File: src/source/checker_pkg.sv
package checker_pkg;

  // CSR window geometry
  localparam int csr_addr_width = 14;
  localparam int csr_data_width = 32;

  // Memory word and mode data
  localparam int word_width = 64;

  // Statistics counter widths
  localparam int stat_cpt_width = 16;
  localparam int stat_trn_width = 32;

  // Engine modes
  // SINGLE is the reset value
  typedef enum logic [1:0] {
    MODE_SINGLE = 2'd0,
    MODE_AUTO   = 2'd1,
    MODE_READ   = 2'd2,
    MODE_DUMMY  = 2'd3
  } checker_mode_e;

  // Controller run states
  typedef enum logic [1:0] {
    STATE_IDLE = 2'd0,
    STATE_RUN  = 2'd1,
    STATE_WAIT = 2'd2,
    STATE_ACK  = 2'd3
  } checker_state_e;

  // Register index in the low address bits
  typedef enum logic [2:0] {
    CSR_ADDRESS_LOW    = 3'd0,
    CSR_ADDRESS_HIGH   = 3'd1,
    CSR_STAT           = 3'd2,
    CSR_CTRL           = 3'd3,
    CSR_MODE_DATA_LOW  = 3'd4,
    CSR_MODE_DATA_HIGH = 3'd5,
    CSR_STAT_TRN_CPT   = 3'd6,
    CSR_STAT_TRN       = 3'd7
  } checker_csr_e;

endpackage

File: src/source/checker_ctlif.sv
module checker_ctlif #(
  parameter logic [3:0] csr_addr = 4'h0
) (
  input  logic                                       sys_clk,
  input  logic                                       sys_rst,
  // CSR port
  input  logic [checker_pkg::csr_addr_width-1:0]     csr_a,
  input  logic                                       csr_we,
  input  logic [checker_pkg::csr_data_width-1:0]     csr_di,
  output logic [checker_pkg::csr_data_width-1:0]     csr_do,
  // Mode port towards the engine
  output checker_pkg::checker_mode_e                 mode_mode,
  output logic                                       mode_start,
  output logic [checker_pkg::word_width-1:0]         mode_addr,
  output logic                                       mode_ack,
  input  logic                                       mode_end,
  input  logic [checker_pkg::word_width-1:0]         mode_data,
  input  logic                                       mode_irq,
  input  logic                                       mode_error,
  // CPU interrupt
  output logic                                       irq,
  // Engine statistics
  input  logic [checker_pkg::stat_cpt_width-1:0]     stat_trn_cpt_tx,
  input  logic [checker_pkg::stat_cpt_width-1:0]     stat_trn_cpt_rx,
  input  logic [checker_pkg::stat_trn_width-1:0]     stat_trn
);
  import checker_pkg::*;

  checker_state_e              state;
  checker_csr_e                csr_reg;
  logic                        csr_selected;
  logic                        csr_wr;
  logic [csr_data_width-1:0]   csr_rdata;
  // Sticky events
  logic                        event_end;
  logic                        event_error;
  logic                        event_mode_irq;
  logic                        irq_en;

  // Block select in the top address bits
  assign csr_selected = (csr_a[csr_addr_width-1 -: 4] == csr_addr);
  assign csr_reg      = checker_csr_e'(csr_a[2:0]);
  assign csr_wr       = csr_selected && csr_we;

  // Any enabled event holds the line
  assign irq = irq_en && (event_end || event_error || event_mode_irq);

  // Read mux
  always_comb begin
    case (csr_reg)
      CSR_ADDRESS_LOW:    csr_rdata = mode_addr[31:0];
      CSR_ADDRESS_HIGH:   csr_rdata = mode_addr[63:32];
      CSR_STAT:           csr_rdata = csr_data_width'({event_mode_irq, event_error, event_end});
      CSR_CTRL:           csr_rdata = csr_data_width'({mode_start, mode_mode, irq_en});
      CSR_MODE_DATA_LOW:  csr_rdata = mode_data[31:0];
      CSR_MODE_DATA_HIGH: csr_rdata = mode_data[63:32];
      CSR_STAT_TRN_CPT:   csr_rdata = {stat_trn_cpt_rx, stat_trn_cpt_tx};
      default:            csr_rdata = stat_trn;
    endcase
  end

  always_ff @(posedge sys_clk) begin
    if (sys_rst) begin
      state          <= STATE_IDLE;
      csr_do         <= '0;
      mode_mode      <= MODE_SINGLE;
      mode_start     <= 1'b0;
      mode_addr      <= '0;
      mode_ack       <= 1'b0;
      event_end      <= 1'b0;
      event_error    <= 1'b0;
      event_mode_irq <= 1'b0;
      irq_en         <= 1'b0;
    end else begin
      // Ack is a single cycle pulse
      mode_ack <= 1'b0;

      // Run control
      case (state)
        STATE_IDLE: begin
          // Start bit written, engine sees it this cycle
          if (mode_start) begin
            state <= STATE_RUN;
          end
        end
        STATE_RUN: begin
          if (mode_end) begin
            state      <= STATE_IDLE;
            mode_start <= 1'b0;
            event_end  <= 1'b1;
          end else if (!mode_start) begin
            // Stopped by software, no event
            state <= STATE_IDLE;
          end else if (mode_error) begin
            state       <= STATE_IDLE;
            mode_start  <= 1'b0;
            event_error <= 1'b1;
          end else if (mode_irq) begin
            // Engine paused on a hit
            state          <= STATE_WAIT;
            event_mode_irq <= 1'b1;
          end
        end
        STATE_WAIT: begin
          if (!event_mode_irq) begin
            // Software cleared the hit
            state    <= STATE_ACK;
            mode_ack <= 1'b1;
          end else if (!mode_start) begin
            state          <= STATE_IDLE;
            event_mode_irq <= 1'b0;
          end
        end
        default: begin
          // ACK lasts one cycle
          state <= STATE_RUN;
        end
      endcase

      // Registered read data, zero outside the window
      csr_do <= csr_selected ? csr_rdata : '0;

      // Register writes win over the FSM updates above
      if (csr_wr) begin
        case (csr_reg)
          CSR_ADDRESS_LOW: begin
            if (state == STATE_IDLE) begin
              mode_addr[31:0] <= csr_di;
            end
          end
          CSR_ADDRESS_HIGH: begin
            if (state == STATE_IDLE) begin
              mode_addr[63:32] <= csr_di;
            end
          end
          CSR_STAT: begin
            // Write one to clear
            if (state == STATE_IDLE || state == STATE_WAIT) begin
              if (csr_di[0]) begin
                event_end <= 1'b0;
              end
              if (csr_di[1]) begin
                event_error <= 1'b0;
              end
              if (csr_di[2]) begin
                event_mode_irq <= 1'b0;
              end
            end
          end
          CSR_CTRL: begin
            if (state == STATE_IDLE) begin
              irq_en    <= csr_di[0];
              mode_mode <= checker_mode_e'(csr_di[2:1]);
            end
            // Start or stop at any time
            mode_start <= csr_di[3];
          end
          default: begin
            // Data and statistics are read only
          end
        endcase
      end
    end
  end

  // Ack only right after WAIT and never two cycles long
  assert property (@(posedge sys_clk) disable iff (sys_rst)
    mode_ack |-> (state == STATE_ACK) && ($past(state) == STATE_WAIT) ##1 !mode_ack);

endmodule

File: config.mk
export PLATFORM = sky130hd
export DESIGN_NAME = checker_ctlif
export DESIGN_NICKNAME = d
export VERILOG_FILES = /design/src/source/checker_pkg.sv /design/src/source/checker_ctlif.sv
export SDC_FILE = /design/constraint.sdc
export NUM_CORES = 1
export LEC_CHECK = 0
export ABC_AREA = 1
export CORE_ASPECT_RATIO = 1.75
export CORE_MARGIN = 3
export CORE_UTILIZATION = 45
export DETAILED_ROUTE_END_ITERATION = 16
export DONT_BUFFER_PORTS = 1
export PLACE_DENSITY = 0.59
export SYNTH_ARGS = -nofsm -noshare
export SYNTH_HDL_FRONTEND = slang
export SYNTH_SLANG_ARGS = --single-unit
File: constraint.sdc
create_clock -name sys_clk -period 2.5 [get_ports sys_clk]
set_input_delay 0.125 -clock sys_clk [delete_from_list [all_inputs] [get_ports sys_clk]]
set_output_delay 0.125 -clock sys_clk [all_outputs]
set_load 0.01 [all_outputs]
# == Yosys cells after proc, flatten, opt, wreduce, memory -nomap -nowiden ==
# Cells that the tools add are included.
# classes
muxes,41
n_eq_ne,11
reduce_logical,14
bitwise,2
# ops
operator,count
$pmux W32 S7,1
$mux W1,31
$mux W2,7
$reduce_and A3 Y1,4
$eq A3 B3 Y1 const B,3
$eq A3 B2 Y1 const B,2
$pmux W2 S3,1
$ne A5 B5 Y1 const B,1
$logic_not A4 Y1,1
$reduce_or A2 Y1,2
$eq A3 B1 Y1 const B,1
$logic_not A3 Y1,1
$logic_or A1 B1 Y1,3
$ne A3 B3 Y1 const B,1
$eq A2 B1 Y1 const B,1
$eq A2 B2 Y1 const B,1
$logic_and A1 B1 Y1,2
$logic_not A2 Y1,1
$ne A2 B2 Y1 const B,1
$not A1 Y1,2
$pmux W1 S2,1
# word_totals
in_bits,180
register_bits,106
word_cells,79
out_inout_bits,101

# == Depth between registers and ports, before layout ==
# logic_depth
ltp_word,9
mapped_depth,10

# == Least setup slack after synthesis ==
# No wires, ideal clock.
# synth_path
path_kind,register to register
start,register state[0]
end,register mode_addr[0] (netlist name)
t_arrival_ns,1.339
path_slack_ns,1.097
path_buffers,2
t_required_ns,2.436
stages_incl_launch_ff,9
path_cell_list,dfxtp_1 > inv_1 > ha_1 > buf_2 > nand4_1 > nor2_1 > buf_2 > nor2_1 > nor2_1
# synth_between
elab_chain_cells,2
# synth_lines
element,line_no,source
"start, declared",checker_ctlif.sv:29,checker_state_e state;
"start signal, assigned",checker_ctlif.sv:64,state <= STATE_IDLE;
"start signal, assigned",checker_ctlif.sv:83,state <= STATE_RUN;
"start signal, assigned",checker_ctlif.sv:88,state <= STATE_IDLE;
$logic_not A2 Y1,checker_ctlif.sv:127,if (state == STATE_IDLE) begin
$reduce_and A3 Y1 (no source line),-,
"end, declared",checker_ctlif.sv:14,"output logic [checker_pkg::word_width-1:0] mode_addr,"
# Every way passes these cells.
# A chain may end at the register's enable or synchronous reset.

# == Worst setup path in the final report ==
# layout_path
start,input csr_a[0] (netlist name)
end,register csr_do[10] (netlist name)
# layout_between
elab_chain_cells,2
word_cells_on_any_way,8
classes_between,6 x eq/ne; 1 x mux; 1 x reduce/logical
# layout_lines
element,line_no,source
"start, declared",checker_ctlif.sv:7,"input logic [checker_pkg::csr_addr_width-1:0] csr_a,"
$eq A3 B3 Y1 (tied with other cells),checker_ctlif.sv:50,case (csr_reg)
$pmux W32 S7 *,checker_ctlif.sv:50,
"end signal, assigned",checker_ctlif.sv:121,csr_do <= csr_selected ? csr_rdata : '0;
"end, declared",checker_ctlif.sv:10,"output logic [checker_pkg::csr_data_width-1:0] csr_do,"
# Every way passes the cells marked *; elsewhere a longest branch is shown, timed or not.

==> flow_metrics.tcl <==
set metrics [dict create \
    status "finished clean" \
    r2r_start "state[1]" \
    fin_tns_setup_ns 0 \
    finalCriticalPeriod_ns 2.21 \
    synth_cell_types 21 \
    start_util 0.465 \
    portBuffers 0 \
    cts.clk_slew.worst_paths_ns 0.07 \
    die_width_um 92.4 \
    fmax_ghz 0.453 \
    r2r_cells 7 \
    postRouteAntennaNets 0 \
    clk_path_buf_depth 2 \
    post_cts_buffers 0 \
    setup_viol 0 \
    core-area_mm2 0.0126 \
    maxSlewHeadroom 0.203 \
    dr.pass1.iters 5 \
    synth_seq_area_share 0.361 \
    clk_latency_ns 0.35 \
    grt_antenna_before_repair 0 \
    place_congestion 0.890 \
    finalCritPeriodShare 0.882 \
    ys_top_cells_by_area "dfxtp_1 36%, nand4_1 15%, nor2_1 12%" \
    die-area_mm2 0.0145 \
    synth_nets 1095 \
    numCtsBuffers 9 \
    avgSynthCellArea_um2 6.44 \
    hold_path_depth 2 \
    worstPathRequired_ns 2.79 \
    dieHeight_um 157 \
    finalPower_mw 4.00 \
    critPathKind "in2reg" \
    fin_nets 1079 \
    row_count 54 \
    ys_ff_latch 106 \
    synth.top_cell.area_share 0.361 \
    cts_sinks 106 \
    worstHoldStart "stat_trn[1]" \
    area_growth_pct 12.8 \
    grt_max_degree 75 \
    grt_pass1_wl_mm 32.6 \
    drt_iter0_markers 503 \
    setup.worst_path.start_class "input port" \
    rsz0062_at_grt "no" \
    htreeDepth 3 \
    tightest_slew_ns 1.19 \
    wl_mm 21.9 \
    drive_above_1_share 0.0489 \
    hpwl_mm 14.9 \
    crit_path_end_kind "flop" \
    fin_skew_ns 0.00676 \
    syn-cell-area_mm2 0.00587 \
    routed-wl-met3_mm 1.87 \
    n_antenna_cell 0 \
    yosysTopAreaCell "dfxtp_1" \
    slew_viol_final 0 \
    viasPerCell 5.96 \
    worstPathArrival_ns 2.49 \
    ys_warn_count 0 \
    vias 6365 \
    grt_pass1_vias 6054 \
    wl_per_cell_um 20.5 \
    drv_cap 0 \
    hold_class "in2reg" \
    holdPathEnd "csr_do[1]" \
    syn-instance-count 912 \
    critPathMaxFanout 43 \
    drcViolationCount 0 \
    maxUsedRoutingLayer "met4" \
    peakVddDrop_mv 0.393 \
    power_density_mw_per_mm2 604 \
    met2_length_mm 11.6 \
    m1WireLength_mm 7.50 \
    root_buffer "clkbuf_16" \
    hold_viol_final 0 \
    cts-resized-gates 0 \
    io_pins 281 \
    grt_overflow_total 0 \
    p_leak_nw 2.74 \
    r2r-end "mode_addr[61]" \
    cts_tree "done" \
    reg2reg_slack_ns 0.85 \
    grt_use_total 0.287 \
]
==> state kept, by name, indices dropped and copies added (netlist names) <==
| name | cells |
|---|---|
| csr_do | 32 |
| event_end | 1 |
| event_error | 1 |
| event_mode_irq | 1 |
| irq_en | 1 |
| mode_ack | 1 |
| mode_addr | 64 |
| mode_mode | 2 |
| mode_start | 1 |
| state | 2 |
==> cell families (layout without fill, tap and decap cells) <==
family	Yosys count	in the layout	share of synthesized area
AO/OA/AOI/OAI	101	101	0.0982
flip-flops	106	106	0.361
adder cells (fa/ha/maj)	3	3	0.00639
AND/OR/NAND/NOR	567	567	0.440
buffers and inverters	135	123	0.0938
==> cells in the mapped netlist <==
| cell | instances |
|---|---|
| a21oi_1 | 39 |
| a31oi_1 | 1 |
| buf_1 | 22 |
| buf_2 | 23 |
| buf_4 | 4 |
| clkbuf_1 | 36 |
| clkinv_1 | 1 |
| dfxtp_1 | 106 |
| ha_1 | 3 |
| inv_1 | 45 |
| inv_2 | 4 |
| nand2_1 | 165 |
| nand3_1 | 70 |
| nand3b_1 | 1 |
| nand4_1 | 139 |
| nor2_1 | 185 |
| nor2_2 | 3 |
| nor3_1 | 3 |
| nor3_2 | 1 |
| o211ai_1 | 28 |
| o21ai_0 | 33 |
==> routing by layer <==
layer	global-route usage	vias up
li1	-	3070
met1	0.292	2916
met2	0.532	327
met3	0.0736	52
met4	0.147	0
met5	0	-
==> worst max path at each step <==
stage                     startpoint       endpoint  slack, ns  cells past startpoint
after global placement      state[1]  mode_addr[55]       0.92                      7
after detailed placement    state[1]  mode_addr[41]       0.82                      7
final                       csr_a[0]     csr_do[10]       0.29                      4
after CTS                   csr_a[0]     csr_do[12]       0.47                      4
after global routing        csr_a[0]      csr_do[9]       0.32                      4
after floorplan             state[0]   mode_addr[0]       1.10                      8
==> where the power goes <==
group	total [mW]	internal, mW	switching, mW
Clock	1.51	0.872	0.640
Combinational	0.744	0.203	0.541
Sequential	1.74	1.72	0.0283
==> final cells by class <==
type	count	area [um^2]
fill	1300	6010
timing repair buffer	58	563
inverter	50	188
multi-input combinational	671	3230
clock inverter	5	80.1
tap	168	210
clock buffer	10	229
sequential	106	2120
==> critical path: stages <==
cell	delay, ns
dlygate4sd3_1	1.33
o211ai_1	0.20
a21oi_1	0.23
dlygate4sd3_1	0.58
==> placed cells by master, fill, tap and decap left out, drive strengths merged <==
| master | netlist | final |
|---|---|---|
| nor2 | 188 | 188 |
| nand2 | 165 | 165 |
| nand4 | 139 | 139 |
| dfxtp | 106 | 106 |
| nand3 | 70 | 70 |
| inv | 49 | 50 |
| dlygate4sd3 | 0 | 41 |
| a21oi | 39 | 39 |
| o21ai | 33 | 33 |
| o211ai | 28 | 28 |
| buf | 49 | 17 |
| clkbuf | 36 | 10 |
| nor3 | 4 | 4 |
| ha | 3 | 3 |
| bufinv | 0 | 2 |
| clkinvlp | 0 | 2 |
| a31oi | 1 | 1 |
| nand3b | 1 | 1 |
| clkinv | 1 | 1 |
==> stage by stage <==
step / worst slack, ns / instances / instance area, um^2 / hold WS, ns / util
floorplan: 1.10 / 912 / 5870 / 0.194 / -
global placement: 0.915 / 1012 / 5900 / 0.198 / 0.467
detailed placement: 0.824 / 1012 / 5900 / 0.200 / 0.467
CTS: 0.471 / 1068 / 6620 / 0.00296 / 0.524
global route: 0.317 / 1068 / 6620 / 0.0154 / 0.524
finish: 0.295 / 1068 / 6620 / 0.0104 / 0.524
==> repair_timing <==
item | CTS | global route
hold buffers | 41 | 0
endpoints found under the hold margin | 34 | 0
endpoints found under the setup margin | 0 | 0
Note: power is estimated with default switching activity, not from simulation.
