$ cat src/source/checker_pkg.sv
package checker_pkg;

  // CSR window geometry
  localparam int csr_addr_width = 14;
  localparam int csr_data_width = 32;

  // Memory word and mode data
  localparam int word_width = 64;

  // Statistics counter widths
  localparam int stat_cpt_width = 16;
  localparam int stat_trn_width = 32;

  // Engine modes
  // SINGLE is the reset value
  typedef enum logic [1:0] {
    MODE_SINGLE = 2'd0,
    MODE_AUTO   = 2'd1,
    MODE_READ   = 2'd2,
    MODE_DUMMY  = 2'd3
  } checker_mode_e;

  // Controller run states
  typedef enum logic [1:0] {
    STATE_IDLE = 2'd0,
    STATE_RUN  = 2'd1,
    STATE_WAIT = 2'd2,
    STATE_ACK  = 2'd3
  } checker_state_e;

  // Register index in the low address bits
  typedef enum logic [2:0] {
    CSR_ADDRESS_LOW    = 3'd0,
    CSR_ADDRESS_HIGH   = 3'd1,
    CSR_STAT           = 3'd2,
    CSR_CTRL           = 3'd3,
    CSR_MODE_DATA_LOW  = 3'd4,
    CSR_MODE_DATA_HIGH = 3'd5,
    CSR_STAT_TRN_CPT   = 3'd6,
    CSR_STAT_TRN       = 3'd7
  } checker_csr_e;

endpackage

$ cat src/source/checker_engine.sv
module checker_engine #(
  parameter int          mem_words   = 256,
  parameter int          page_words  = 16,
  parameter int          mem_credits = 2,
  parameter logic [31:0] marker_tag  = 32'hc0de_f00d
) (
  input  logic                                    sys_clk,
  input  logic                                    sys_rst,
  // Mode port
  input  checker_pkg::checker_mode_e              mode_mode,
  input  logic                                    mode_start,
  input  logic [checker_pkg::word_width-1:0]      mode_addr,
  input  logic                                    mode_ack,
  output logic                                    mode_end,
  output logic                                    mode_error,
  output logic                                    mode_irq,
  output logic [checker_pkg::word_width-1:0]      mode_data,
  // Credited read port
  output logic                                    rd_req,
  output logic [$clog2(mem_words)-1:0]            rd_addr,
  output logic                                    rd_pop,
  input  logic                                    rd_valid,
  input  logic [checker_pkg::word_width-1:0]      rd_data,
  // Statistics
  output logic [checker_pkg::stat_cpt_width-1:0]  stat_trn_cpt_tx,
  output logic [checker_pkg::stat_cpt_width-1:0]  stat_trn_cpt_rx,
  output logic [checker_pkg::stat_trn_width-1:0]  stat_trn
);
  import checker_pkg::*;

  localparam int addr_w   = $clog2(mem_words);
  localparam int page_w   = $clog2(page_words);
  localparam int credit_w = $clog2(mem_credits + 1);

  typedef enum logic [2:0] {
    ENG_IDLE,
    ENG_SCAN,
    ENG_HOLD,
    ENG_DRAIN,
    ENG_DONE
  } engine_state_e;

  engine_state_e             state;
  logic [addr_w-1:0]         base;
  logic [stat_cpt_width-1:0] total;
  logic                      read_mode;
  logic [credit_w-1:0]       credits;
  logic                      addr_bad;
  logic                      tag_hit;
  logic [addr_w-1:0]         rx_addr;

  // Page or word address outside the array
  assign addr_bad = (mode_addr >= mem_words);
  assign tag_hit  = (rd_data[63:32] == marker_tag);

  // Requests run ahead while paused and pops wait for scan or drain
  assign rd_req  = (state == ENG_SCAN || state == ENG_HOLD) && (credits != '0) &&
                   (stat_trn_cpt_tx != total);
  assign rd_addr = base + stat_trn_cpt_tx[addr_w-1:0];
  assign rd_pop  = rd_valid && (state == ENG_SCAN || state == ENG_DRAIN);
  // Address of the word at the queue head
  assign rx_addr = base + stat_trn_cpt_rx[addr_w-1:0];

  // Credit pool
  always_ff @(posedge sys_clk) begin
    if (sys_rst) begin
      credits <= credit_w'(mem_credits);
    end else begin
      credits <= credits - credit_w'(rd_req) + credit_w'(rd_pop);
    end
  end

  always_ff @(posedge sys_clk) begin
    if (sys_rst) begin
      state           <= ENG_IDLE;
      mode_end        <= 1'b0;
      mode_error      <= 1'b0;
      mode_irq        <= 1'b0;
      mode_data       <= '0;
      stat_trn_cpt_tx <= '0;
      stat_trn_cpt_rx <= '0;
      stat_trn        <= '0;
    end else begin
      mode_end   <= 1'b0;
      mode_error <= 1'b0;
      mode_irq   <= 1'b0;
      if (rd_req) begin
        stat_trn_cpt_tx <= stat_trn_cpt_tx + 1'b1;
      end
      if (rd_pop) begin
        stat_trn_cpt_rx <= stat_trn_cpt_rx + 1'b1;
      end

      case (state)
        ENG_IDLE: begin
          // Level start so a rise during a drain is caught here
          if (mode_start) begin
            stat_trn_cpt_tx <= '0;
            stat_trn_cpt_rx <= '0;
            stat_trn        <= '0;
            mode_data       <= '0;
            read_mode       <= (mode_mode == MODE_READ);
            state           <= ENG_SCAN;
            case (mode_mode)
              MODE_DUMMY: begin
                mode_end <= 1'b1;
                state    <= ENG_DONE;
              end
              MODE_AUTO: begin
                base  <= '0;
                total <= stat_cpt_width'(mem_words);
              end
              MODE_READ: begin
                base  <= mode_addr[addr_w-1:0];
                total <= stat_cpt_width'(1);
              end
              default: begin
                // Round down to the page
                base  <= {mode_addr[addr_w-1:page_w], {page_w{1'b0}}};
                total <= stat_cpt_width'(page_words);
              end
            endcase
            if (addr_bad && mode_mode != MODE_AUTO && mode_mode != MODE_DUMMY) begin
              mode_error <= 1'b1;
              state      <= ENG_DONE;
            end
          end
        end
        ENG_SCAN: begin
          if (!mode_start) begin
            state <= ENG_DRAIN;
          end else if (rd_pop) begin
            if (read_mode) begin
              mode_data <= rd_data;
            end else if (tag_hit) begin
              // Report the hit address and pause
              stat_trn  <= stat_trn + 1'b1;
              mode_data <= word_width'(rx_addr);
              mode_irq  <= 1'b1;
              state     <= ENG_HOLD;
            end
          end else if (stat_trn_cpt_rx == total) begin
            mode_end <= 1'b1;
            state    <= ENG_DONE;
          end
        end
        ENG_HOLD: begin
          if (!mode_start) begin
            state <= ENG_DRAIN;
          end else if (mode_ack) begin
            state <= ENG_SCAN;
          end
        end
        ENG_DRAIN: begin
          // Discard until every credit is home
          if (credits == credit_w'(mem_credits)) begin
            state <= ENG_IDLE;
          end
        end
        default: begin
          // Wait for the controller to drop start
          if (!mode_start) begin
            state <= ENG_IDLE;
          end
        end
      endcase
    end
  end

  // Pool never overflows
  assert property (@(posedge sys_clk) disable iff (sys_rst)
    credits <= credit_w'(mem_credits));

  // Outstanding reads stay below the credit limit when a request goes out
  assert property (@(posedge sys_clk) disable iff (sys_rst)
    rd_req |-> (stat_trn_cpt_tx - stat_trn_cpt_rx) < stat_cpt_width'(mem_credits));

endmodule

$ cat config.mk
export PLATFORM = sky130hd
export DESIGN_NAME = checker_engine
export DESIGN_NICKNAME = d
export VERILOG_FILES = /design/src/source/checker_pkg.sv /design/src/source/checker_engine.sv
export SDC_FILE = /design/constraint.sdc
export NUM_CORES = 1
export LEC_CHECK = 0
export BUFFER_PORTS_ARGS = -buffer_cell sky130_fd_sc_hd__buf_2
export CORE_AREA = 2 2 145 176
export DETAILED_ROUTE_END_ITERATION = 16
export DIE_AREA = 0 0 147 178
export PLACE_DENSITY_LB_ADDON = 0.2
export SLEW_MARGIN = 20
export SYNTH_ARGS = -nofsm -noshare
export SYNTH_HDL_FRONTEND = slang
export SYNTH_SLANG_ARGS = --single-unit
$ cat constraint.sdc
create_clock -name sys_clk -period 3.41 [get_ports sys_clk]
set_clock_uncertainty 0.2 [all_clocks]
set_input_delay 0.5115 -clock sys_clk [delete_from_list [all_inputs] [get_ports sys_clk]]
set_output_delay 0.5115 -clock sys_clk [all_outputs]
set_load 0.05 [all_outputs]
# Word level (Yosys, flattened, before mapping)

Index checks and enable logic that the tools add are counted.

Register bits after elaboration: 161
Bits of input ports: 135
Output and inout bits: 141
Logic and storage cells: 108

Add/sub/neg operators: 7
Magnitude comparators: 1
Equal/unequal tests: 24
Muxes and demuxes: 41
Bitwise logic cells: 6
Reduce and logical (&&, ||, !) cells: 17

Operators by type and width:

| kind                                                 | count |
|---|---|
| two-way mux 64 bit                                   | 5 |
| two-way mux 32 bit                                   | 5 |
| case mux 64 bit (2 select lines)                     | 1 |
| two-way mux 16 bit                                   | 6 |
| >= comparator 64 x 9 -> 1 bit, second input constant | 1 |
| case mux 32 bit (2 select lines)                     | 1 |
| case mux 16 bit (3 select lines)                     | 1 |
| two-way mux 3 bit                                    | 12 |
| adder 16 x 1 -> 16 bit, second input constant        | 2 |
| adder 32 x 1 -> 32 bit, second input constant        | 1 |
| == test 32 bit, second input constant                | 1 |
| case mux 8 bit (3 select lines)                      | 1 |
| adder 8 bit                                          | 2 |
| == test 16 bit                                       | 1 |
| inequality test 16 bit                               | 1 |
| inequality test 2 bit, second input constant         | 6 |
| case mux 3 bit (4 select lines)                      | 1 |
| inequality test 4 bit, second input constant         | 2 |
| two-way mux 1 bit                                    | 7 |
| AND reduction 7 bit                                  | 1 |
| == test 2 bit, second input constant                 | 3 |
| == test 3 x 2 -> 1 bit, second input constant        | 2 |
| inequality test 3 bit, second input constant         | 2 |
| NOT 1 bit                                            | 6 |
| 18 further kinds                                     | 25 |

# Depth between registers and ports, before layout

Gate-level depths: netlist (run 1).

Depth after elaboration: 7
Mapped depth: 11
Depth with buffers taken out: 9

# Least setup slack after synthesis (run 1)

No wires, ideal clock.

Path kind: reg2reg
From: reg stat_trn_cpt_tx[7] (netlist bit)
To: reg credits[1]
Setup time: 119 ps
Arrival time: 3214 ps
Data required time: 3091 ps
Path slack: -123 ps
Stages on the path, launching flop included: 11
Path buffers: 1
Clock period less this slack: 3533 ps
Path through: dfxtp_1 clkbuf_1 nor2_1 and4_1 a21oi_1 ha_1 inv_1 ha_1 xor2_1 xnor2_1 nand2_1

Longest elaborated chain between the ends: 4

Ends and longest elaborated chain:

| element                   | line                 | RTL |
|---|---|---|
| start: declaration        | checker_engine.sv:25 | `output logic [checker_pkg::stat_cpt_width-1:0] stat_trn_cpt_tx,` |
| start signal: assignment  | checker_engine.sv:88 | `stat_trn_cpt_tx <= stat_trn_cpt_tx + 1'b1;` |
| inequality test 16 bit    | checker_engine.sv:58 | `(stat_trn_cpt_tx != total);` |
| logical AND 1 bit         | checker_engine.sv:57 | `assign rd_req = (state == ENG_SCAN \|\| state == ENG_HOLD) && (credits != '0) &&` |
| net rd_req                | checker_engine.sv:19 | `output logic rd_req,` |
| subtractor 2 x 1 -> 2 bit | checker_engine.sv:69 | `credits <= credits - credit_w'(rd_req) + credit_w'(rd_pop);` |
| adder 2 x 1 -> 2 bit      | checker_engine.sv:69 |  |
| end signal: assignment    | checker_engine.sv:67 | `credits <= credit_w'(mem_credits);` |
| end signal: assignment    | checker_engine.sv:69 |  |
| end: declaration          | checker_engine.sv:47 | `logic [credit_w-1:0] credits;` |

The timed path passes the listed nets, and every way through them passes these cells.
A chain may end at the register's enable or synchronous reset.

# Worst setup path in the final report (run 1)

From: reg stat_trn_cpt_tx[0] (netlist bit)
To: out rd_addr[6]

Longest elaborated chain between the ends: 1

Ends and longest elaborated chain:

| element          | line                 | RTL |
|---|---|---|
| adder 8 bit      | checker_engine.sv:59 | `assign rd_addr = base + stat_trn_cpt_tx[addr_w-1:0];` |
| end: declaration | checker_engine.sv:20 | `output logic [$clog2(mem_words)-1:0] rd_addr,` |

No other way between the ends.

==> results of run 1 <==
critical path, delay by kind of cell, from the launching register on:
| family | cells | cell delay, ns |
|---|---|---|
| AOI/OAI and AO/OA | 3 | 0.53 |
| xor gates and xnor gates | 1 | 0.14 |
| adders and majority gates | 2 | 0.60 |
| buffers and inverters | 2 | 0.28 |
| DFF | 1 | 0.40 |
| and+or+nand+nor | 2 | 0.17 |
flip-flops by register name, summed over array words and instances, names as in the netlist:
name,flops
stat_trn,32
stat_trn_cpt_rx,16
mode_data,64
mode_end,1
state,3
mode_irq,1
total,3
credits,2
stat_trn_cpt_tx,16
read_mode,1
mode_error,1
base,8
what timing repair did:
item                                   in CTS  in global routing
cloned                                      0                  0
endpoints found under the hold margin       0                  0
setup endpoints to repair                   1                  1
gates resized for setup                     1                  1
through the flow:
step | std cells | cell area (um2) | total power, mW | hold slack, ns | utilization
after floorplan | 870 | 7277 | 2.415 | 0.2877 | -
after detailed placement | 1432 | 9011 | 2.719 | 0.2414 | 0.3688
final | 1465 | 9568 | 4.459 | 0.1488 | 0.3916
after CTS | 1464 | 9564 | 4.537 | 0.1250 | 0.3914
after global placement | 1432 | 9011 | 2.717 | 0.2347 | 0.3688
after global routing | 1465 | 9568 | 4.671 | 0.1482 | 0.3916
cells in the mapped netlist (all sizes together) (4+ instances only):
cell type  number
a211oi          4
a21o            4
a21oi          87
and2            8
and4            7
buf            10
clkbuf         46
dfxtp         136
edfxtp         12
ha             22
inv            24
nand2          97
nand2b          5
nand3          26
nand4          75
nand4b          4
nor2           71
nor2b          10
nor3           22
nor3b           7
nor4           36
o21ai          25
o31ai           4
or2             6
or3            18
or4             7
xnor2          37
xor2           24
power by group:
| part | internal, mW | switching (mW) |
|---|---|---|
| sequential | 1.80 | 0.0340 |
| clock | 1.02 | 0.765 |
| combinational | 0.247 | 0.589 |
layout by cell type, fill, tap and decap left out, types with 22 or more instances in the layout:
cell type	n
buf_2	274
dfxtp_1	135
nand2_1	97
a21oi_1	86
nand4_1	75
nor2_1	70
nor4_1	36
xnor2_1	35
nand3_1	26
o21ai_0	25
inv_1	24
xor2_1	24
nor3_1	22
ha_1	22
logic make-up after synthesis:
| kind of cell | count (synthesis) | share of synthesized area |
|---|---|---|
| and+or+nand+nor | 407 | 0.2941 |
| DFF | 148 | 0.4248 |
| AOI/OAI and AO/OA | 146 | 0.1145 |
| buffers and inverters | 80 | 0.04396 |
| xor gates and xnor gates | 61 | 0.07361 |
| adders and majority gates | 24 | 0.04344 |
| muxes | 4 | 0.005689 |
metal layers:
| layer | vias up | part of all wire | global-route usage |
|---|---|---|---|
| met5 | - | 0 | 0 |
| met4 | 0 | 0.015 | 0.05489 |
| met3 | 21 | 0.073 | 0.05985 |
| met2 | 220 | 0.49 | 0.3059 |
| met1 | 3369 | 0.42 | 0.2201 |
| li1 | 3649 | - | - |
worst max-delay path by stage:
stage	slack [ns]	from	end
after CTS	0.02	stat_trn_cpt_tx[0]	rd_addr[6]
final	0.15	stat_trn_cpt_tx[0]	rd_addr[6]
after global placement	0.19	rd_data[43]	stat_trn[31]
after detailed placement	0.10	rd_data[38]	stat_trn[31]
after floorplan	0.21	stat_trn_cpt_tx[0]	rd_addr[6]
after global routing	0.003	stat_trn_cpt_tx[1]	rd_addr[7]
layout make-up:
cell class	instances	area, um2
Sequential cell	148	3084
Clock inverter	12	103.9
Multi-Input combinational cell	642	3908
Clock buffer	20	446.7
Timing Repair Buffer	293	1526
Inverter	24	90.09
Tap cell	325	406.6
Antenna cell	1	2.502
Fill cell	2592	14870
==> key figures, run 1 <==
Synth
  • Register area share after synthesis: 0.4248
  • Area share of the largest cell type after synthesis: 0.3751
  • EDFF count, synth: 12
  • Netlist cell types: 55
  • Most area-consuming cells after synthesis: dfxtp_1 38%, nand4_1 6.5%, a21oi_1 6.0%, nand2_1 5.0%, edfxtp_1 5.0%
  • Synth Register Bits: 148
  • Syn Area/Cell: 8.343 um2
  • Syn Inst Count: 870
  • Ys async rst share: 0
  • Syn. warnings: 0
  • Area leader, netlist: dfxtp_1
  • Synth Flop Type: dfxtp_1
  • Net Count, Synth: 1029
  • Synthesized area: 0.007258 mm2

Place
  • # port buffers: 275
  • Pre-CTS WS: 0.1041 ns
  • DP Wirelength: 17750 um
  • GP Congestion: 0.8024

Die
  • Initial Util: 0.2970
  • Die Y: 178 um
  • Total core area: 0.02444 mm2
  • FP Rows: 63
  • Die Wd: 147 um
  • # IOs: 276
  • Die Area: 0.02617 mm2

Timing
  • Final worst slack: 0.1539 ns
  • Worst Max-Slew Pin Slew: 0.9398 ns
  • RSZ-0062 raised after global routing: false
  • Fin. max-slew vios: 0
  • Final setup TNS: 0 ns
  • Final setup viols: 0
  • Final hold vios: 0
  • Fin crit period: 3.256 ns
  • Fmax: 307.1 MHz
  • Worst slew margin: 0.3735
  • Period Utilization, post-route: 0.9549

Drt
  • Post-DRT Antenna Nets: 0
  • Average wire per standard cell: 16.36 um
  • Residual DRC count: 0
  • DRT Pass-1 Iters: 4
  • Vias per inst: 4.955
  • DR vias: 7259
  • DRT Wirelength: 23970 um
  • 1st-iter DRT viols: 265

Setup path
  • Worst path slowest cell: fa_1
  • R2R cell count: 7
  • Crit end category: primary output
  • Reg-to-Reg Start: state[0]
  • WS Path Type: flip-flop to primary output
  • Worst EP required: 2.70 ns
  • Crit path DAT: 2.54 ns
  • Critical Path, Cell by Cell: ha_1 > inv_1 > fa_1 > nor2b_1 > o21ai_0 > a21boi_0 > o21a_1 > nor2_1 > xnor2_2 > buf_4
  • Setup slack, reg-to-reg: 0.60 ns
  • Reg2Reg Capture Point: stat_trn[31]
  • Crit path max fanout: 6
  • Crit path launch type: flip-flop
  • Critical Path Max Stage Delay: 0.41 ns

Hold path
  • Min-delay src: rd_data[17]
  • Hold Path Class: primary input to flip-flop
  • Min-Delay Endpoint: mode_data[17]
  • Hold depth: 3

Outcome
  • Status: complete, no violations

Cells and area
  • Area delta synth->final: 31.82%
  • Final nets: 1285
  • Share of cells above drive strength 1: 0.2976

Global route
  • Gr ovfl total: 0
  • Vias in the first global route: 7106
  • First-pass GRT wire length: 37590 um
  • GRT Util Overall: 0.1811
  • Largest net degree at the start of global routing: 70
  • Initial antenna violation count: 2

CTS
  • Clock Sink Count: 148
  • Clock Pin Slew Worst Setup and Hold Paths: 0.07 ns
  • CTS tree: built
  • CTS Buf Count: 17
  • Clk Latency, worst-skew pair: 0.43 ns
  • Longest Clk Path Bufs: 2
  • Hold_buf cts: 0
  • H-tree depth: 4
  • CTS Root Buffer Type: clkbuf_16
  • Post-CTS setup buffers: 0

Power
  • Leakage: 3.896 nW
  • Max IR drop VDD: 370.5 uV
  • Cell Pwr Density: 466.0 mW/mm2

Run
  • Maximum Capacitance Violations: 0
Power figures use the tool's default switching activity.
==> run 2, diff against run 1 <==
Settings changed: CTS_BUF_LIST set to sky130_fd_sc_hd__clkbuf_8, MAX_ROUTING_LAYER set to met4, PLACE_DENSITY set to 0.52, PLACE_DENSITY_LB_ADDON 0.2 to unset.
==> run 2 against run 1 <==
Effect of this change: die area unchanged; global-route usage is 0.91 points higher; combinational power is 0.6% lower; fmax grew 0.83%; clock power fell by 28%; cell area fell by 1.7%; count of clock-buffer cells in the layout fell by 3; register-to-register slack improved by 0.13 ns; flip-flop and latch count is the same; wire length increased by 2.1%.
==> key figures, run 2 (synthesis results as in run 1) <==
Outcome
  • Status: complete, no violations

Drt
  • Post-DRT Antenna Nets: 0
  • Average wire per standard cell: 16.65 um
  • Vias per inst: 4.950
  • Residual DRC count: 0
  • DRT Wirelength: 24470 um
  • DRT Pass-1 Iters: 4
  • 1st-iter DRT viols: 346
  • DR vias: 7277

Hold path
  • Hold Path Class: primary input to flip-flop

Power
  • Leakage: 3.816 nW
  • Cell Pwr Density: 420.4 mW/mm2
  • Overall power: 3.955 mW
  • Max IR drop VDD: 257.2 uV

Cells and area
  • Sequential cell area: 0.003085 mm2
  • Area delta synth->final: 29.62%
  • Final nets: 1289
  • Commonest non-fill, non-tap cell in the layout: buf_2
  • Fill count: 2626
  • Max FFs per register: 64
  • Regs by FF count: mode_data x64, stat_trn x32
  • Multi-input gate area: 0.003908 mm2
  • Share of cells above drive strength 1: 0.3018
  • Top reg by flops: mode_data
  • Commonest non-fill, non-tap cells in the layout: 273 x buf_2, 134 x dfxtp_1, 97 x nand2_1
  • Final std cells w/o fill: 1470

CTS
  • Hold_buf cts: 0
  • Clock Pin Slew Worst Setup and Hold Paths: 0.10 ns
  • CTS Root Buffer Type: clkbuf_8
  • CTS Buf Count: 17
  • Longest Clk Path Bufs: 2
  • Clock Sink Count: 148
  • CTS tree: built
  • H-tree depth: 4
  • Clk Latency, worst-skew pair: 0.46 ns

Timing
  • Fmax: 309.7 MHz
  • Worst slew margin: 0.4565
  • Period Utilization, post-route: 0.9470
  • Fin crit period: 3.229 ns
  • Fin. max-slew vios: 0
  • Worst Max-Slew Pin Slew: 0.8153 ns
  • Final hold vios: 0
  • Final setup TNS: 0 ns
  • Final setup viols: 0
  • RSZ-0062 raised after global routing: false

Setup path
  • Worst path slowest cell: edfxtp_1
  • WS Path Type: flip-flop to primary output
  • Crit path max fanout: 2
  • Crit path DAT: 2.52 ns
  • Crit end category: primary output
  • Critical Path Max Stage Delay: 0.39 ns
  • Crit path launch type: flip-flop
  • Worst EP required: 2.70 ns
  • Critical Path, Cell by Cell: ha_1 > a21o_1 > a21oi_1 > nand2b_1 > a21boi_0 > o41a_1 > xnor2_2 > clkbuf_4

Die
  • Total core area: 0.02444 mm2
  • # IOs: 276
  • FP Rows: 63
  • Die Area: 0.02617 mm2
  • Die Wd: 147 um
  • Initial Util: 0.2970
  • Die Y: 178 um

Place
  • # port buffers: 275
  • GP Congestion: 0.8612
  • Cell Count Post-Placement: 1434
  • DP Wirelength: 18090 um

Global route
  • First-pass GRT wire length: 37640 um
  • Initial antenna violation count: 2
  • Largest net degree at the start of global routing: 74
  • Gr ovfl total: 0
  • Vias in the first global route: 7004
  • GRT Util Overall: 0.1902

Run
  • Maximum Capacitance Violations: 0
==> run 2: cell count changes in the layout (fill, tap and decap cells not counted), sizes merged, moves of 2 or more <==
| cell | before | now |
|---|---|---|
| buf | 293 | 296 |
| clkbuf | 20 | 18 |
| clkinv | 7 | 3 |
| clkinvlp | 1 | 4 |
| inv | 27 | 32 |
==> run 2: layer usage <==
layer | GRT usage | wire (um) | part of all wire
met5 | - | 0 | 0
met4 | 0.05970 | 387 | 0.016
met3 | 0.05115 | 1626 | 0.066
met1 | 0.2277 | 10570 | 0.43
met2 | 0.3140 | 11890 | 0.49
==> run 2: cell type report <==
| type | instances | share of cell area |
|---|---|---|
| diodes | 2 | 0.0005320 |
| well taps | 325 | 0.04322 |
| inverters | 24 | 0.009576 |
| clock inverters | 15 | 0.01277 |
| multi-input cells | 642 | 0.4153 |
| clock buffers | 17 | 0.02487 |
| flip-flops and latches | 148 | 0.3280 |
| repair buffers | 297 | 0.1657 |
==> run 2: power breakdown <==
group / switching, mW / internal [mW] / total [mW]
logic: 0.584 / 0.247 / 0.831
clock network: 0.762 / 0.518 / 1.28
registers: 0.0457 / 1.80 / 1.84
total: 1.39 / 2.56 / 3.96
==> run 2: timing repair <==
action	4_1_cts	5_1_grt
gates cloned	0	0
buffers inserted	0	2
endpoints found under the hold margin	0	0
gates resized for setup	1	4
endpoints found under the setup margin	1	2
==> run 2: final timing paths <==
path	start	to	slack, ns	cells past startpoint
max reg2reg	state[2]	stat_trn[31]	0.73	5
min	rd_data[30]	mode_data[30]	0.10	3
max	base[1]	rd_addr[7]	0.18	8
min reg2reg	mode_data[35]	mode_data[35]	0.25	2
==> run 2: worst max-delay path, delay by kind of cell, from the launching register on <==
family                     cells  cell delay, ns
buffers and inverters          1            0.24
xor gates and xnor gates       1            0.12
DFF                            1            0.39
and+or+nand+nor                1            0.13
AOI/OAI and AO/OA              4            0.89
adders and majority gates      1            0.29
==> run 2: through the flow <==
step	utilization	instance area (um2)	setup WS [ns]	hold slack, ns
3_3_place_gp	0.3694	9026	0.1839	0.2346
3_5_place_dp	0.3694	9026	0.1616	0.2410
5_1_grt	0.3850	9408	0.008718	0.08063
6_report	0.3850	9408	0.1807	0.1020
4_1_cts	0.3840	9383	0.04011	0.06122
2_1_floorplan	-	7277	0.2069	0.2877
==> run 3, diff against run 2 <==
Clock period 3.41 ns to 3.7 ns, I/O delays scaled along.
==> run 3 against run 2 <==
Effect of this change: global-route usage is 0.11 points lower; largest power group unchanged; flip-flop and latch count stayed put; wire length is 2.1% lower; critical path depth is 2 higher; setup slack better by 0.15 ns; combinational power is 12% lower; register-to-register slack better by 0.03 ns; first-iteration DRC count is 11% lower; die area stayed put; largest cell class unchanged; non-clock buffer count is 8 lower; hold slack better by 0.059 ns; core utilization is 0.30 points lower.
==> key figures, run 3 (synthesis results as in run 1) <==
Global route
  • Largest net degree at the start of global routing: 70
  • Gr ovfl total: 0
  • GRT Util Overall: 0.1891
  • Vias in the first global route: 7228
  • First-pass GRT wire length: 38430 um
  • Initial antenna violation count: 2

Timing
  • Final worst slack: 0.3353 ns
  • RSZ-0062 raised after global routing: false
  • Fmax: 297.2 MHz
  • Final hold vios: 0
  • Period Utilization, post-route: 0.9094
  • Worst Max-Slew Pin Slew: 0.7169 ns
  • Fin. max-slew vios: 0
  • Fin crit period: 3.365 ns
  • Final setup TNS: 0 ns
  • Worst slew margin: 0.5221
  • Final setup viols: 0

Cells and area
  • Fill count: 2641
  • Final nets: 1281
  • Share of cells above drive strength 1: 0.2943
  • Final core utilization: 0.3820
  • Regs by FF count: mode_data x64, stat_trn x32
  • Sequential cell area: 0.003084 mm2
  • Multi-input gate area: 0.003889 mm2
  • Commonest non-fill, non-tap cell in the layout: buf_2
  • Final non-filler cell area: 0.009335 mm2
  • Commonest non-fill, non-tap cells in the layout: 275 x buf_2, 135 x dfxtp_1, 97 x nand2_1
  • Max FFs per register: 64
  • Top reg by flops: mode_data
  • Area delta synth->final: 28.62%

Die
  • Initial Util: 0.2970
  • Total core area: 0.02444 mm2
  • Die Y: 178 um
  • Die Area: 0.02617 mm2
  • # IOs: 276
  • Die Wd: 147 um
  • FP Rows: 63

Setup path
  • Reg-to-Reg Start: state[1]
  • Critical path buffers and inverters: 2
  • Worst setup path end: rd_addr[6]
  • Reg2Reg Capture Point: stat_trn[31]
  • Critical Path, Cell by Cell: ha_1 > inv_1 > fa_1 > nor2b_1 > o21ai_0 > a21boi_0 > o21a_1 > nor2_1 > xnor2_1 > buf_2
  • Crit path DAT: 2.61 ns
  • Setup slack, reg-to-reg: 0.76 ns
  • Worst path slowest cell: dfxtp_2
  • CP Depth: 10
  • Crit end category: primary output
  • Critical Path Max Stage Delay: 0.41 ns
  • R2R cell count: 6
  • WS Path Type: flip-flop to primary output
  • Crit path launch type: flip-flop
  • Crit path max fanout: 6
  • Delay-heaviest family, CP: adder cells
  • CP startpoint: stat_trn_cpt_tx[0]
  • Worst EP required: 2.94 ns

Power
  • Cell Pwr Density: 396.2 mW/mm2
  • Overall power: 3.699 mW
  • Max IR drop VDD: 211.4 uV
  • Leakage: 3.775 nW

Outcome
  • Status: complete, no violations

CTS
  • CTS resizes: 0
  • Hold_buf cts: 0
  • CTS Buf Count: 17
  • Clock Pin Slew Worst Setup and Hold Paths: 0.10 ns
  • Longest Clk Path Bufs: 2
  • H-tree depth: 4
  • Clk Latency, worst-skew pair: 0.45 ns
  • Post-CTS setup buffers: 0
  • Clock Sink Count: 148
  • CTS tree: built
  • CTS Root Buffer Type: clkbuf_8

Place
  • Pre-CTS WS: 0.3828 ns
  • GP Congestion: 0.8263
  • Placed Area: 0.008950 mm2
  • DP Wirelength: 17670 um
  • # port buffers: 275

Drt
  • Met2 wire length: 11370 um
  • Residual DRC count: 0
  • DRT Pass-1 Iters: 4
  • Post-DRT Antenna Nets: 0
  • Wl on met1: 10700 um
  • Met3 wire len: 1422 um
  • Average wire per standard cell: 16.39 um
  • Top sig layer: met4
  • DRT Wirelength: 23970 um
  • DR vias: 7279
  • 1st-iter DRT viols: 308
  • Vias per inst: 4.979

Hold path
  • Hold Path Class: primary input to flip-flop

Run
  • Maximum Capacitance Violations: 0
-- run 3: cell types whose count changed in the layout (fill, tap and decap cells not counted), moves of 2 or more --
cell,previous run,this run
buf_4,22,14
buf_2,273,275
clkinvlp_4,4,2
xnor2_1,35,37
xnor2_2,2,0
-- run 3: power breakdown --
group / internal, mW / switching, mW
Clock: 0.551 / 0.705
Sequential: 1.66 / 0.0503
Combinational: 0.210 / 0.524
-- run 3: area by class of cell --
type | count | area share
antenna | 2 | 0.0005361
sequential | 148 | 0.3304
timing repair buffer | 289 | 0.1587
tap | 325 | 0.04356
multi-input combinational | 642 | 0.4166
inverter | 24 | 0.009650
clock inverter | 15 | 0.01555
clock buffer | 17 | 0.02506
-- run 3: stage by stage --
step / cells / hold slack [ns]
5_1_grt: 1462 / 0.1418
4_1_cts: 1460 / 0.1234
2_1_floorplan: 870 / 0.2877
3_3_place_gp: 1428 / 0.2351
6_report: 1462 / 0.1606
3_5_place_dp: 1428 / 0.2405
-- run 3: worst min path at each step --
stage                              from             to  slack, ns  cells past startpoint
final                       rd_data[31]  mode_data[31]       0.16                      3
after global placement    mode_data[58]  mode_data[58]       0.24                      2
after floorplan              credits[1]     credits[1]       0.29                      2
after detailed placement  mode_data[31]  mode_data[31]       0.24                      2
after global routing        rd_data[31]  mode_data[31]       0.14                      3
after CTS                   rd_data[31]  mode_data[31]       0.12                      3
-- run 3: worst register-to-register path, cell delays in order, from the launching register on --
cell and delay [ns]:
dfxtp_1 0.44, nand2b_4 0.24, or3b_1 0.46, or2_0 0.38, or3_1 0.51, or4_1 0.51
a21oi_1 0.14
-- run 3: routing by layer --
layer / vias to the layer above / global-route usage
met5: - / -
met4: 0 / 0.05769
met3: 28 / 0.04629
met2: 207 / 0.3026
met1: 3399 / 0.2376
li1: 3645 / -
